[src/fpu_pkg.sv]
package fpu_pkg;

	// single-precision fields
	typedef logic [31:0] float_t; // {sign, exponent, fraction}
	typedef logic [7:0] exp_t; // biased exponent
	typedef logic [22:0] frac_t; // stored fraction, hidden one not included
	typedef logic [1:0] ovf_t; // {overflow, underflow}

	// AXI4-Lite
	typedef logic [5:0] axi_addr_t; // byte address
	typedef logic [31:0] axi_data_t;
	typedef logic [1:0] axi_resp_t;

	localparam axi_resp_t resp_okay = 2'b00;
	localparam axi_resp_t resp_slverr = 2'b10;

	// register map
	localparam axi_addr_t reg_op_a = 6'h00; // rw
	localparam axi_addr_t reg_op_b = 6'h04; // rw
	localparam axi_addr_t reg_ctrl = 6'h08; // bit 0 starts, reads zero
	localparam axi_addr_t reg_status = 6'h0C; // {mul flags, add flags, done, busy}
	localparam axi_addr_t reg_sum = 6'h10; // ro
	localparam axi_addr_t reg_prod = 6'h14; // ro

	// pipeline depths in cycles from in_valid to out_valid
	localparam int add_latency = 3;
	localparam int mul_latency = 2;

	localparam int exp_bias = 127;

endpackage

[src/float_add_pipelined.sv]
`timescale 1ns/1ps

module float_add_pipelined (
	input logic clk,
	input logic rst_n,
	input fpu_pkg::float_t float_in_a,
	input fpu_pkg::float_t float_in_b,
	input logic float_in_valid,
	output fpu_pkg::float_t float_out,
	output fpu_pkg::ovf_t float_ovf,
	output logic float_out_valid
);
	import fpu_pkg::*;

	logic a_sgn;
	logic b_sgn;
	exp_t a_exp;
	exp_t b_exp;
	frac_t a_frac;
	frac_t b_frac;
	logic signed [27:0] a_fix; // {2 sign bits, 1.23 mantissa, 2 guard bits}
	logic signed [27:0] b_fix;
	logic a_ge_b;
	logic [4:0] a_rsh;
	logic [4:0] b_rsh;
	logic [add_latency-1:0] vld_sr; // valid chain, one bit per stage
	exp_t exp_s1;
	logic signed [27:0] a_s1;
	logic signed [27:0] b_s1;

	logic signed [27:0] sum_c;
	logic [27:0] mag_c;
	logic [22:0] lsh_oh_c; // bit i means shift left by i+1
	logic sgn_s2;
	exp_t exp_s2;
	logic [26:0] mag_s2;
	logic zero_s2;
	logic small_s2; // magnitude below 1.0
	logic ovf_s2; // magnitude 2.0 or more
	logic [22:0] lsh_oh_s2;

	logic [4:0] lsh_n;
	logic signed [9:0] exp_incr;
	logic signed [9:0] exp_nml;
	logic [26:0] mag_nml;
	logic up_ovf;
	logic down_ovf;
	logic out_sgn;
	exp_t out_exp;
	frac_t out_frac;
	ovf_t out_ovf;

	// signed fixed point with the hidden one, two's complement for negative inputs
	function automatic logic signed [27:0] to_fixed(input logic sgn, input frac_t frac);
		logic signed [27:0] mag;
		mag = {3'b001, frac, 2'b00};
		return sgn ? -mag : mag;
	endfunction

	// alignment shift, anything past 31 is clamped
	function automatic logic [4:0] clamp_shift(input exp_t diff);
		return (|diff[7:5]) ? 5'd31 : diff[4:0];
	endfunction

	assign {a_sgn, a_exp, a_frac} = float_in_a;
	assign {b_sgn, b_exp, b_frac} = float_in_b;

	assign a_fix = to_fixed(a_sgn, a_frac);
	assign b_fix = to_fixed(b_sgn, b_frac);
	assign a_ge_b = a_exp >= b_exp;
	assign a_rsh = a_ge_b ? 5'd0 : clamp_shift(b_exp - a_exp);
	assign b_rsh = a_ge_b ? clamp_shift(a_exp - b_exp) : 5'd0;

	always_ff @(posedge clk or negedge rst_n)
	begin
		if (!rst_n)
			vld_sr <= '0;
		else
			vld_sr <= {vld_sr[add_latency-2:0], float_in_valid};
	end

	// stage 1: align to the larger exponent
	always_ff @(posedge clk)
	begin
		if (float_in_valid)
		begin
			exp_s1 <= a_ge_b ? a_exp : b_exp;
			a_s1 <= a_fix >>> a_rsh; // truncating shift
			b_s1 <= b_fix >>> b_rsh;
		end
	end

	// stage 2: add, then work on sign and magnitude
	assign sum_c = a_s1 + b_s1; // range (-4, 4)
	assign mag_c = sum_c[27] ? -sum_c : sum_c;

	always_comb
	begin
		logic seen;
		seen = 1'b0;
		for (int i = 0; i < 23; i++)
		begin
			lsh_oh_c[i] = mag_c[24-i] & !seen;
			seen = seen | mag_c[24-i];
		end
	end

	always_ff @(posedge clk)
	begin
		if (vld_sr[0])
		begin
			sgn_s2 <= sum_c[27];
			exp_s2 <= exp_s1;
			mag_s2 <= mag_c[26:0];
			zero_s2 <= ~|mag_c[26:2]; // guard bits ignored
			small_s2 <= ~mag_c[26] & ~mag_c[25];
			ovf_s2 <= mag_c[26];
			lsh_oh_s2 <= lsh_oh_c;
		end
	end

	// stage 3: normalize
	always_comb
	begin
		lsh_n = 5'd0;
		for (int i = 0; i < 23; i++)
			if (lsh_oh_s2[i])
				lsh_n = 5'(i + 1);
	end

	assign exp_incr = ovf_s2 ? 10'sd1 : small_s2 ? -$signed({5'd0, lsh_n}) : 10'sd0;
	assign exp_nml = $signed({2'b00, exp_s2}) + exp_incr;

	// right normalize keeps the last fraction bit set
	assign mag_nml = ovf_s2 ? ((mag_s2 >> 1) | 27'd4) :
		small_s2 ? (mag_s2 << lsh_n) : mag_s2;

	assign down_ovf = exp_nml[9] | zero_s2;
	assign up_ovf = ~down_ovf & (exp_nml[8] | (&exp_nml[7:0])); // 255 and up saturates

	always_ff @(posedge clk)
	begin
		if (vld_sr[1])
		begin
			out_sgn <= sgn_s2 & ~down_ovf;
			out_exp <= down_ovf ? '0 : up_ovf ? '1 : exp_nml[7:0];
			out_frac <= down_ovf ? '0 : up_ovf ? '1 : mag_nml[24:2];
			out_ovf <= {up_ovf, down_ovf};
		end
	end

	assign float_out = {out_sgn, out_exp, out_frac};
	assign float_ovf = out_ovf;
	assign float_out_valid = vld_sr[add_latency-1];

endmodule

[src/float_mul_pipelined.sv]
`timescale 1ns/1ps

module float_mul_pipelined (
	input logic clk,
	input logic rst_n,
	input fpu_pkg::float_t float_in_a,
	input fpu_pkg::float_t float_in_b,
	input logic float_in_valid,
	output fpu_pkg::float_t float_out,
	output fpu_pkg::ovf_t float_ovf,
	output logic float_out_valid
);
	import fpu_pkg::*;

	logic a_sgn;
	logic b_sgn;
	exp_t a_exp;
	exp_t b_exp;
	frac_t a_frac;
	frac_t b_frac;
	logic [mul_latency-1:0] vld_sr;

	logic sgn_s1;
	logic signed [9:0] exp_s1; // unbiased sum plus one bias, may go negative
	logic [47:0] prod_s1; // 2.46 fixed point, range [1, 4)

	logic norm_c;
	logic signed [9:0] exp_nml;
	frac_t frac_nml;
	logic up_ovf;
	logic down_ovf;
	logic out_sgn;
	exp_t out_exp;
	frac_t out_frac;
	ovf_t out_ovf;

	assign {a_sgn, a_exp, a_frac} = float_in_a;
	assign {b_sgn, b_exp, b_frac} = float_in_b;

	always_ff @(posedge clk or negedge rst_n)
	begin
		if (!rst_n)
			vld_sr <= '0;
		else
			vld_sr <= {vld_sr[mul_latency-2:0], float_in_valid};
	end

	// stage 1: sign, exponent sum and full mantissa product
	always_ff @(posedge clk)
	begin
		if (float_in_valid)
		begin
			sgn_s1 <= a_sgn ^ b_sgn;
			exp_s1 <= 10'(a_exp) + 10'(b_exp) - 10'(exp_bias);
			prod_s1 <= {1'b1, a_frac} * {1'b1, b_frac};
		end
	end

	// stage 2: one place right when the product reached 2.0
	assign norm_c = prod_s1[47];
	assign exp_nml = exp_s1 + $signed({9'd0, norm_c});
	assign frac_nml = norm_c ? prod_s1[46:24] : prod_s1[45:23]; // truncated

	assign down_ovf = exp_nml[9];
	assign up_ovf = ~down_ovf & (exp_nml[8] | (&exp_nml[7:0]));

	always_ff @(posedge clk)
	begin
		if (vld_sr[0])
		begin
			out_sgn <= sgn_s1 & ~down_ovf;
			out_exp <= down_ovf ? '0 : up_ovf ? '1 : exp_nml[7:0];
			out_frac <= down_ovf ? '0 : up_ovf ? '1 : frac_nml;
			out_ovf <= {up_ovf, down_ovf};
		end
	end

	assign float_out = {out_sgn, out_exp, out_frac};
	assign float_ovf = out_ovf;
	assign float_out_valid = vld_sr[mul_latency-1];

endmodule

[src/fpu_axil_regs.sv]
`timescale 1ns/1ps

module fpu_axil_regs (
	input logic clk,
	input logic rst_n,
	input fpu_pkg::axi_addr_t awaddr,
	input logic awvalid,
	output logic awready,
	input fpu_pkg::axi_data_t wdata,
	input logic wvalid,
	output logic wready,
	output fpu_pkg::axi_resp_t bresp,
	output logic bvalid,
	input logic bready,
	input fpu_pkg::axi_addr_t araddr,
	input logic arvalid,
	output logic arready,
	output fpu_pkg::axi_data_t rdata,
	output fpu_pkg::axi_resp_t rresp,
	output logic rvalid,
	input logic rready,
	input fpu_pkg::float_t sum,
	input fpu_pkg::float_t prod,
	input fpu_pkg::ovf_t add_ovf,
	input fpu_pkg::ovf_t mul_ovf,
	input logic busy,
	input logic done,
	output fpu_pkg::float_t op_a,
	output fpu_pkg::float_t op_b,
	output logic start
);
	import fpu_pkg::*;

	logic wr_rdy; // shared awready and wready
	logic wr_hs;
	axi_resp_t wr_resp_c;
	logic ar_hs;
	axi_data_t rd_data_c;
	axi_resp_t rd_resp_c;

	assign awready = wr_rdy;
	assign wready = wr_rdy;
	assign wr_hs = wr_rdy & awvalid & wvalid;

	// ready for one cycle once both channels are presented
	always_ff @(posedge clk or negedge rst_n)
	begin
		if (!rst_n)
			wr_rdy <= 1'b0;
		else
			wr_rdy <= !wr_rdy && awvalid && wvalid && !bvalid;
	end

	always_comb
	begin
		case (awaddr)
			reg_op_a, reg_op_b, reg_ctrl: wr_resp_c = resp_okay;
			default: wr_resp_c = resp_slverr; // read-only or unmapped
		endcase
	end

	always_ff @(posedge clk)
	begin
		if (wr_hs && awaddr == reg_op_a)
			op_a <= wdata;
		if (wr_hs && awaddr == reg_op_b)
			op_b <= wdata;
	end

	always_ff @(posedge clk or negedge rst_n)
	begin
		if (!rst_n)
		begin
			bvalid <= 1'b0;
			bresp <= resp_okay;
			start <= 1'b0;
		end
		else
		begin
			if (wr_hs)
			begin
				bvalid <= 1'b1;
				bresp <= wr_resp_c;
			end
			else if (bready)
				bvalid <= 1'b0;
			start <= wr_hs && awaddr == reg_ctrl && wdata[0] && !busy; // dropped while busy
		end
	end

	// read side
	assign arready = !rvalid;
	assign ar_hs = arvalid & arready;

	always_comb
	begin
		rd_resp_c = resp_okay;
		case (araddr)
			reg_op_a: rd_data_c = op_a;
			reg_op_b: rd_data_c = op_b;
			reg_ctrl: rd_data_c = '0;
			reg_status: rd_data_c = {26'd0, mul_ovf, add_ovf, done, busy};
			reg_sum: rd_data_c = sum;
			reg_prod: rd_data_c = prod;
			default:
			begin
				rd_data_c = '0;
				rd_resp_c = resp_slverr;
			end
		endcase
	end

	// data only loads with a new address, so it holds under back-pressure
	always_ff @(posedge clk)
	begin
		if (ar_hs)
		begin
			rdata <= rd_data_c;
			rresp <= rd_resp_c;
		end
	end

	always_ff @(posedge clk or negedge rst_n)
	begin
		if (!rst_n)
			rvalid <= 1'b0;
		else if (ar_hs)
			rvalid <= 1'b1;
		else if (rready)
			rvalid <= 1'b0;
	end

endmodule

[src/fpu_axil_top.sv]
`timescale 1ns/1ps

module fpu_axil_top (
	input logic clk,
	input logic rst_n,
	input fpu_pkg::axi_addr_t awaddr,
	input logic awvalid,
	output logic awready,
	input fpu_pkg::axi_data_t wdata,
	input logic [3:0] wstrb, // full-word writes only
	input logic wvalid,
	output logic wready,
	output fpu_pkg::axi_resp_t bresp,
	output logic bvalid,
	input logic bready,
	input fpu_pkg::axi_addr_t araddr,
	input logic arvalid,
	output logic arready,
	output fpu_pkg::axi_data_t rdata,
	output fpu_pkg::axi_resp_t rresp,
	output logic rvalid,
	input logic rready
);
	import fpu_pkg::*;

	float_t op_a;
	float_t op_b;
	logic start;
	float_t add_out;
	float_t mul_out;
	ovf_t add_flags;
	ovf_t mul_flags;
	logic add_vld;
	logic mul_vld;
	float_t sum;
	float_t prod;
	ovf_t add_ovf;
	ovf_t mul_ovf;
	logic busy;
	logic done;

	fpu_axil_regs u_regs (
		.clk(clk), .rst_n(rst_n),
		.awaddr(awaddr), .awvalid(awvalid), .awready(awready),
		.wdata(wdata), .wvalid(wvalid), .wready(wready),
		.bresp(bresp), .bvalid(bvalid), .bready(bready),
		.araddr(araddr), .arvalid(arvalid), .arready(arready),
		.rdata(rdata), .rresp(rresp), .rvalid(rvalid), .rready(rready),
		.sum(sum), .prod(prod), .add_ovf(add_ovf), .mul_ovf(mul_ovf),
		.busy(busy), .done(done),
		.op_a(op_a), .op_b(op_b), .start(start)
	);

	// both pipelines take the same operand pair
	float_add_pipelined u_add (
		.clk(clk), .rst_n(rst_n),
		.float_in_a(op_a), .float_in_b(op_b), .float_in_valid(start),
		.float_out(add_out), .float_ovf(add_flags), .float_out_valid(add_vld)
	);

	float_mul_pipelined u_mul (
		.clk(clk), .rst_n(rst_n),
		.float_in_a(op_a), .float_in_b(op_b), .float_in_valid(start),
		.float_out(mul_out), .float_ovf(mul_flags), .float_out_valid(mul_vld)
	);

	fpu_result_collect u_collect (
		.clk(clk), .rst_n(rst_n), .start(start),
		.add_result(add_out), .mul_result(mul_out),
		.add_flags(add_flags), .mul_flags(mul_flags),
		.add_valid(add_vld), .mul_valid(mul_vld),
		.sum(sum), .prod(prod), .add_ovf(add_ovf), .mul_ovf(mul_ovf),
		.busy(busy), .done(done)
	);

endmodule

[src/fpu_result_collect.sv]
`timescale 1ns/1ps

module fpu_result_collect (
	input logic clk,
	input logic rst_n,
	input logic start,
	input fpu_pkg::float_t add_result,
	input fpu_pkg::float_t mul_result,
	input fpu_pkg::ovf_t add_flags,
	input fpu_pkg::ovf_t mul_flags,
	input logic add_valid,
	input logic mul_valid,
	output fpu_pkg::float_t sum,
	output fpu_pkg::float_t prod,
	output fpu_pkg::ovf_t add_ovf,
	output fpu_pkg::ovf_t mul_ovf,
	output logic busy,
	output logic done
);
	import fpu_pkg::*;

	typedef enum logic [1:0] {
		st_idle,
		st_wait,
		st_done
	} state_t;

	state_t state;
	state_t state_nxt;
	logic got_add; // adder result already captured
	logic got_mul;
	logic in_wait;

	assign in_wait = state == st_wait;

	always_comb
	begin
		state_nxt = state;
		case (state)
			st_idle: if (start) state_nxt = st_wait;
			st_wait: if ((got_add | add_valid) & (got_mul | mul_valid)) state_nxt = st_done;
			st_done: if (start) state_nxt = st_wait; // done clears here
			default: state_nxt = st_idle;
		endcase
	end

	always_ff @(posedge clk or negedge rst_n)
	begin
		if (!rst_n)
		begin
			state <= st_idle;
			got_add <= 1'b0;
			got_mul <= 1'b0;
			add_ovf <= '0;
			mul_ovf <= '0;
		end
		else
		begin
			state <= state_nxt;
			if (start && !in_wait)
			begin
				got_add <= 1'b0;
				got_mul <= 1'b0;
			end
			else if (in_wait)
			begin
				got_add <= got_add | add_valid;
				got_mul <= got_mul | mul_valid;
			end
			if (in_wait && add_valid)
				add_ovf <= add_flags;
			if (in_wait && mul_valid)
				mul_ovf <= mul_flags;
		end
	end

	// results held until the next operation lands
	always_ff @(posedge clk)
	begin
		if (in_wait && add_valid)
			sum <= add_result;
		if (in_wait && mul_valid)
			prod <= mul_result;
	end

	assign busy = in_wait;
	assign done = state == st_done;

endmodule

[config.mk]
export PLATFORM = sky130hd
export DESIGN_NAME = fpu_axil_top
export DESIGN_NICKNAME = d
export VERILOG_FILES = /design/src/fpu_pkg.sv /design/src/float_add_pipelined.sv /design/src/float_mul_pipelined.sv /design/src/fpu_axil_regs.sv /design/src/fpu_axil_top.sv /design/src/fpu_result_collect.sv
export SDC_FILE = /design/constraint.sdc
export NUM_CORES = 2
export LEC_CHECK = 0
export BUFFER_PORTS_ARGS = -buffer_cell sky130_fd_sc_hd__buf_4
export CAP_MARGIN = 20
export CORE_UTILIZATION = 44
export CTS_CLUSTER_SIZE = 14
export DETAILED_ROUTE_END_ITERATION = 10
export PLACE_DENSITY_LB_ADDON = 0.3
export SLEW_MARGIN = 20
export SYNTH_ARGS = -nofsm -noshare
export SYNTH_HDL_FRONTEND = slang
export SYNTH_SLANG_ARGS = --single-unit
[constraint.sdc]
create_clock -name clk -period 16.1 [get_ports clk]
set_input_delay 1.61 -clock clk [delete_from_list [all_inputs] [get_ports clk]]
set_output_delay 1.61 -clock clk [all_outputs]
set_load 0.01 [all_outputs]
# ---- Word-level counts from Yosys, hierarchy flattened
# Index checks and enable logic that the tools add are counted.
dict set report totals {
  regBits 434
  input_bits 55
  output_inout_bits 41
  elab_cells 235
}
dict set report op_classes {
  add_sub_neg 11
  n_mul 1
  n_lt_le_gt_ge 1
  n_eq_ne 11
  n_shift 3
  mux 54
  bitwise_logic 62
  reduce_logical 53
}
# op count
set op_table {}
lappend op_table {{$pmux W32 S5} 1}
lappend op_table {{$mux W5} 26}
lappend op_table {{$mux W23} 3}
lappend op_table {{$mux W28} 2}
lappend op_table {{$neg A26 Y28} 2}
lappend op_table {{$sshr A28 B5 Y28} 2}
lappend op_table {{$mux W25} 2}
lappend op_table {{$mul A24 B24 Y48} 1}
lappend op_table {{$and A1 B1 Y1} 31}
lappend op_table {{$add A28 B28 Y28} 1}
lappend op_table {{$logic_not A1 Y1} 27}
lappend op_table {{$mux W27} 1}
lappend op_table {{$neg A27 Y27} 1}
lappend op_table {{$shl A27 B5 Y25} 1}
lappend op_table {{$or A1 B1 Y1} 26}
lappend op_table {{$reduce_or A25 Y1} 1}
lappend op_table {{$mux W8} 3}
lappend op_table {{$mux W10} 2}
lappend op_table {{$eq A6 B4 Y1 const B} 3}
lappend op_table {{$reduce_and A8 Y1} 2}
lappend op_table {{$sub A8 B8 Y8} 2}
lappend op_table {{$eq A6 B3 Y1 const B} 2}
lappend op_table {{$eq A6 B5 Y1 const B} 2}
lappend op_table {{$logic_not A6 Y1} 2}
lappend op_table {{22 further kinds} 50}

# ---- Logic depth before layout (Yosys ltp)
dict set report logic_depth {
  depth_word 31
  depth_mapped 28
  ltp_nobuf 27
}

# ---- Modules after synthesis
# A second synthesis with hierarchy kept.
dict set report unflattened {
  hier_cells 4559
  hier_area_um2 43675.6
}
# mod instances cells_per_inst area_per_inst_um2 seq_area_each_um2
set modules_own_cells {}
lappend modules_own_cells {float_mul_pipelined 1 2292 21530.6 2152.1}
lappend modules_own_cells {float_add_pipelined 1 1868 15593.7 4759.6}
lappend modules_own_cells {fpu_axil_regs 1 309 4261.6 3037.9}
lappend modules_own_cells {fpu_result_collect 1 90 2289.7 2122.0}

# ---- Least setup slack after synthesis
# Ideal clock, no wire load.
dict set report synth_path {
  kind {reg-to-reg}
  start {reg u_regs.op_b[9]}
  end {reg u_mul.prod_s1[38], data pin}
  setup_time_ps 258
  arrival_time_ps 6968
  required_ps 15842
  setup_slack_ps 8874
  path_stages_with_launch 28
  n_path_buf 2
  synth_period_minus_slack_ps 7226
  cell_sequence {edfxtp_1 clkbuf_1 buf_1 nand2_1 fa_1 inv_1 fa_1 inv_1 fa_1 inv_1 fa_1 inv_1 fa_1 fa_1 inv_1 fa_1 ha_1 and4_1 o21ai_0 or4_1 a41o_1 nand2_1 a41oi_1 o21ai_0 a21oi_1 nor2b_1 o22ai_1 xnor2_1}
}
dict set report synth_between {
  elab_chain_len 1
}
# item line
set synth_rtl {}
lappend synth_rtl {{from (decl)} fpu_axil_regs.sv:29} ;# output fpu_pkg::float_t op_b,
lappend synth_rtl {{from (signal assigned)} fpu_axil_regs.sv:67} ;# op_b <= wdata;
lappend synth_rtl {{$mul A24 B24 Y48} float_mul_pipelined.sv:55} ;# prod_s1 <= {1'b1, a_frac} * {1'b1, b_frac};
lappend synth_rtl {{to (signal assigned)} float_mul_pipelined.sv:55}
lappend synth_rtl {{to (decl)} float_mul_pipelined.sv:25} ;# logic [47:0] prod_s1;
# Every way passes these cells.
# A chain may end at the register's enable or synchronous reset.

# ---- Final worst setup path
dict set report layout_path {
  start {reg u_regs.op_b[13]}
  end {reg u_mul.prod_s1[38], data pin}
}
# The elaborated chain is that of the path after synthesis.

==> impl_summary.txt <==
----------------------------------------------------
[Run status]
  Run status ... finished clean

[Layout]
  Highest-count cells in the layout ignoring fill and taps ... 610 x sky130_fd_sc_hd__inv_1, 502 x sky130_fd_sc_hd__nand2_1, 486 x sky130_fd_sc_hd__fa_1
  Ratio of cells with drive above 1 in the final layout ... 8.480%
  Most common library cell in the layout ignoring fill and taps ... sky130_fd_sc_hd__inv_1
  Final Non-Filler Cells ... 5605
  Area Growth Syn to Fin ... 7.964%
  Number of inserted filler cells in the final layout ... 8936
  Total Nets Final ... 5074

[Routing]
  Met3 Wirelength ... 8844 um
  Highest signal layer in the routed design ... met5
  Number of design-rule violations left by the first detailed-router iteration ... 3069
  Detailed-routing wirelength on met1 ... 50930 um
  Total number of vias ... 32614
  Wire length on met2 ... 58970 um
  Remaining antenna violation count after routing ... 0
  Via count normalized by instance count ... 5.819
  TritonRoute pass-1 iters ... 6
  Remaining design rule violation count ... 0
  Detailed-route wire length ... 124200 um
  Wire per inst ... 22.16 um

[Floorplanning]
  DIE HEIGHT ... 314.0 um
  Overall die width ... 314.0 um
  I/O Pins ... 96
  Core outline area ... 96570 um^2
  Area of the die ... 98580 um^2
  Std cell rows ... 114
  Starting density of the core ... 44.35%

[Setup path]
  Critical Path, Cell by Cell ... buf_4 > nand2_1 > fa_1 > inv_1 > fa_1 > inv_1 > fa_1 > fa_1 > fa_1 > fa_1 > inv_1 > fa_1 > ha_1 > nand3_1 > or4_1 > a41o_1 > nand2_1 > a41oi_1 > o21ai_0 > a21oi_1 > nor2b_1 > o22ai_1 > xnor2_1
  Largest stage delay, worst path ... 940 ps
  Worst setup SP type ... flop
  Kind of critical path ... reg -> reg
  Crit-path max FO ... 16
  Required time of the critical path ... 16420 ps
  Critical path endpoint category ... flop
  Critical-path cell with the highest stage delay ... sky130_fd_sc_hd__edfxtp_1
  Arrival time at the worst endpoint ... 8440 ps
  Most Frequent Cell on Critical Path ... sky130_fd_sc_hd__fa_1

[STA]
  Smallest hold slack ... 400.9 ps
  Slew at the pin closest to its max-slew limit ... 1018 ps
  Shortest period the worst path allows ... 8118 ps
  Maximum operating frequency ... 123.2 MHz
  Unrepaired setup endpoints after global routing ... false
  Setup Viol. Count Final ... 0
  Final hold violation count ... 0
  Worst setup skew after layout ... 25.88 ps
  Sum of negative setup slack ... 0 ps
  Relative max-transition margin ... 32.13%
  Fin crit share ... 50.42%
  Max-slew violation total from the final report ... 0

[Place]
  Estimated wirelength of the detail-placed design ... 91330 um
  Number of placed instances, taps included ... 5529
  Port Buffers ... 89
  Routability congestion estimate from global placement ... 0.9485

[Synth]
  Flip-flop and latch count after synthesis ... 403
  Most used DFF post-synth ... sky130_fd_sc_hd__edfxtp_1
  Share of flip-flops with an asynchronous set or reset after synthesis ... 3.970%
  Netlist Area Pre-Place ... 42820 um^2
  Count of yosys warnings during synthesis ... 0
  Distinct cell type count after synthesis ... 109
  Sequential area share after synthesis ... 28.07%
  Number of synthesized flops with an enable pin ... 387
  Average instance area after synthesis ... 9.840 um^2
  Syn Inst Count ... 4352

[Clock network]
  CTS tree ... done
  Num CTS Buffers ... 43
  Insertion delay of the later-clocked pin in the worst-skew pair ... 590 ps
  Post-CTS setup buffers ... 0
  CTS H-tree depth ... 2
  CTS Root Buffer Type ... sky130_fd_sc_hd__clkbuf_16
  Post-CTS sizing ... 0
  Max Root-Sink Buffers ... 3
  Clock transition at path regs ... 60 ps
  TritonCTS sink count ... 403
  Hold Buf Count CTS ... 0

[Global route]
  Via count of the first global-routing pass ... 32676
  Global-route usage over all layers ... 25.55%
  First-pass GRT wire length ... 193500 um
  Global route total overflow ... 0
  Largest net degree at the start of global routing ... 58
  Initial antenna violation count ... 4

[Pwr]
  Maximum vdd ir drop ... 0.06480 mV
  Power Density ... 50.33 nW/um^2
  Lkg Pwr ... 0.01944 uW

[Worst hold path]
  Type of the worst min-delay path ... reg -> reg

[Flow run]
  Max-cap violations ... 0

----------------------------------------------------
==> per-layer routing <==
layer  global-route usage (%)  vias up
met2                    42.45     1344
met3                    3.208      268
met4                    10.00        4
met1                    34.00    16280
met5                        0        -
li1                         -    14718
==> worst paths after layout <==
check	cells after the start	from	end	slack [ps]
setup reg to reg	23	u_regs.op_b[13]$_DFFE_PP_	u_mul.prod_s1[38]$_DFFE_PP_	7980
min in group asynchronous	1	rst_n	u_regs.rvalid$_DFFE_PN0P_	880
hold reg to reg	0	u_mul.out_frac[20]$_SDFFCE_PN0P_	u_collect.prod[20]$_DFFE_PP_	400
setup / recovery	23	u_regs.op_b[13]$_DFFE_PP_	u_mul.prod_s1[38]$_DFFE_PP_	7980
max in group asynchronous	1	rst_n	u_mul.vld_sr[0]$_DFF_PN0_	14960
hold / removal	0	u_mul.out_frac[20]$_SDFFCE_PN0P_	u_collect.prod[20]$_DFFE_PP_	400
==> registers in the layout (all words and copies together) (netlist names), 8 cells and up <==
register         count
u_add.out_exp        8
u_collect.sum       32
u_collect.prod      32
u_add.mag_s2        25
u_add.out_frac      23
u_add.exp_s2         8
u_mul.out_frac      23
u_mul.exp_s1        10
u_mul.prod_s1       25
u_regs.op_b         32
u_add.b_s1          27
u_add.lsh_oh_s2     23
u_regs.op_a         32
u_mul.out_exp        8
u_add.a_s1          27
u_add.exp_s1         8
u_regs.rdata        32
==> synthesized netlist by cell type (17+ instances only) <==
cell,instances,area (um^2)
sky130_fd_sc_hd__nor4_1,40,250.2
sky130_fd_sc_hd__ha_1,235,2940
sky130_fd_sc_hd__edfxtp_1,387,11620
sky130_fd_sc_hd__mux2i_1,71,710.7
sky130_fd_sc_hd__o21a_1,26,195.2
sky130_fd_sc_hd__mux4_2,31,698.2
sky130_fd_sc_hd__inv_1,610,2290
sky130_fd_sc_hd__a22oi_1,31,232.7
sky130_fd_sc_hd__a31oi_1,44,275.3
sky130_fd_sc_hd__buf_1,36,135.1
sky130_fd_sc_hd__o2111ai_1,17,148.9
sky130_fd_sc_hd__nand3_1,52,260.3
sky130_fd_sc_hd__a211oi_1,30,225.2
sky130_fd_sc_hd__or4_1,20,150.1
sky130_fd_sc_hd__a21oi_1,166,830.8
sky130_fd_sc_hd__nand2_1,502,1884
sky130_fd_sc_hd__mux2_2,19,214.0
sky130_fd_sc_hd__nor3_1,60,300.3
sky130_fd_sc_hd__and3_1,29,181.4
sky130_fd_sc_hd__nor2_1,172,645.6
sky130_fd_sc_hd__clkbuf_1,222,833.3
sky130_fd_sc_hd__nand2b_1,24,150.1
sky130_fd_sc_hd__xnor2_1,88,770.7
sky130_fd_sc_hd__a21o_1,30,225.2
sky130_fd_sc_hd__o221ai_1,17,148.9
sky130_fd_sc_hd__a221oi_1,21,183.9
sky130_fd_sc_hd__and2_1,249,1558
sky130_fd_sc_hd__fa_1,486,9729
sky130_fd_sc_hd__or3_1,22,137.6
sky130_fd_sc_hd__nor2b_1,50,312.8
sky130_fd_sc_hd__o31ai_1,36,270.3
sky130_fd_sc_hd__o21ai_0,139,695.7
sky130_fd_sc_hd__xor2_1,47,411.6
==> where the power goes <==
part,leakage (uW),internal (uW),switching (uW)
Sequential,0.00377,1150,4.80
Combinational,0.0150,51.4,58.0
Clock,0.000709,626,441
Total,0.0194,1820,504
==> through the flow <==
stage	total power [uW]	util (%)	worst slack [ps]	instance area (um^2)
3_3_place_gp	1282	46.35	8069	44760
4_1_cts	2348	47.87	7990	46230
5_1_grt	2392	47.88	7488	46230
2_1_floorplan	1238	-	8874	42830
6_report	2327	47.88	7982	46240
3_5_place_dp	1283	46.35	8019	44760
==> kinds of logic (layout without fill, tap and decap cells) <==
family,after synthesis,after routing,synth area share [%]
AND/OR/NAND/NOR,1303,1303,15.23
buffers and inverters,886,861,7.842
AO/OA/AOI/OAI,782,782,12.72
adder cells (fa/ha/maj),721,721,29.58
flip-flops,403,403,28.07
XOR/XNOR,135,135,2.761
multiplexers,121,121,3.789
other,1,3,0.008757
==> area by class of cell <==
| cell class | count | area (um^2) | share of cell area (%) |
|---|---|---|---|
| diodes | 1 | 2.502 | 0.005412 |
| clock buffers | 48 | 1105 | 2.390 |
| inverters | 613 | 2301 | 4.977 |
| well taps | 1276 | 1597 | 3.453 |
| multi-input cells | 3064 | 27540 | 59.56 |
| flip-flops and latches | 403 | 12030 | 26.02 |
| clock inverters | 27 | 366.6 | 0.7929 |
| repair buffers | 173 | 1299 | 2.809 |
==> critical path, delay by kind of cell, from the launching register on <==
family	cells	cell delay, ps
adders and majority gates	8	3780
DFF	1	940
and+or+nand+nor	5	1120
xor gates and xnor gates	1	140
buffers and inverters	4	580
AOI/OAI and AO/OA	5	1280
Note: power is estimated with default switching activity, not from simulation.
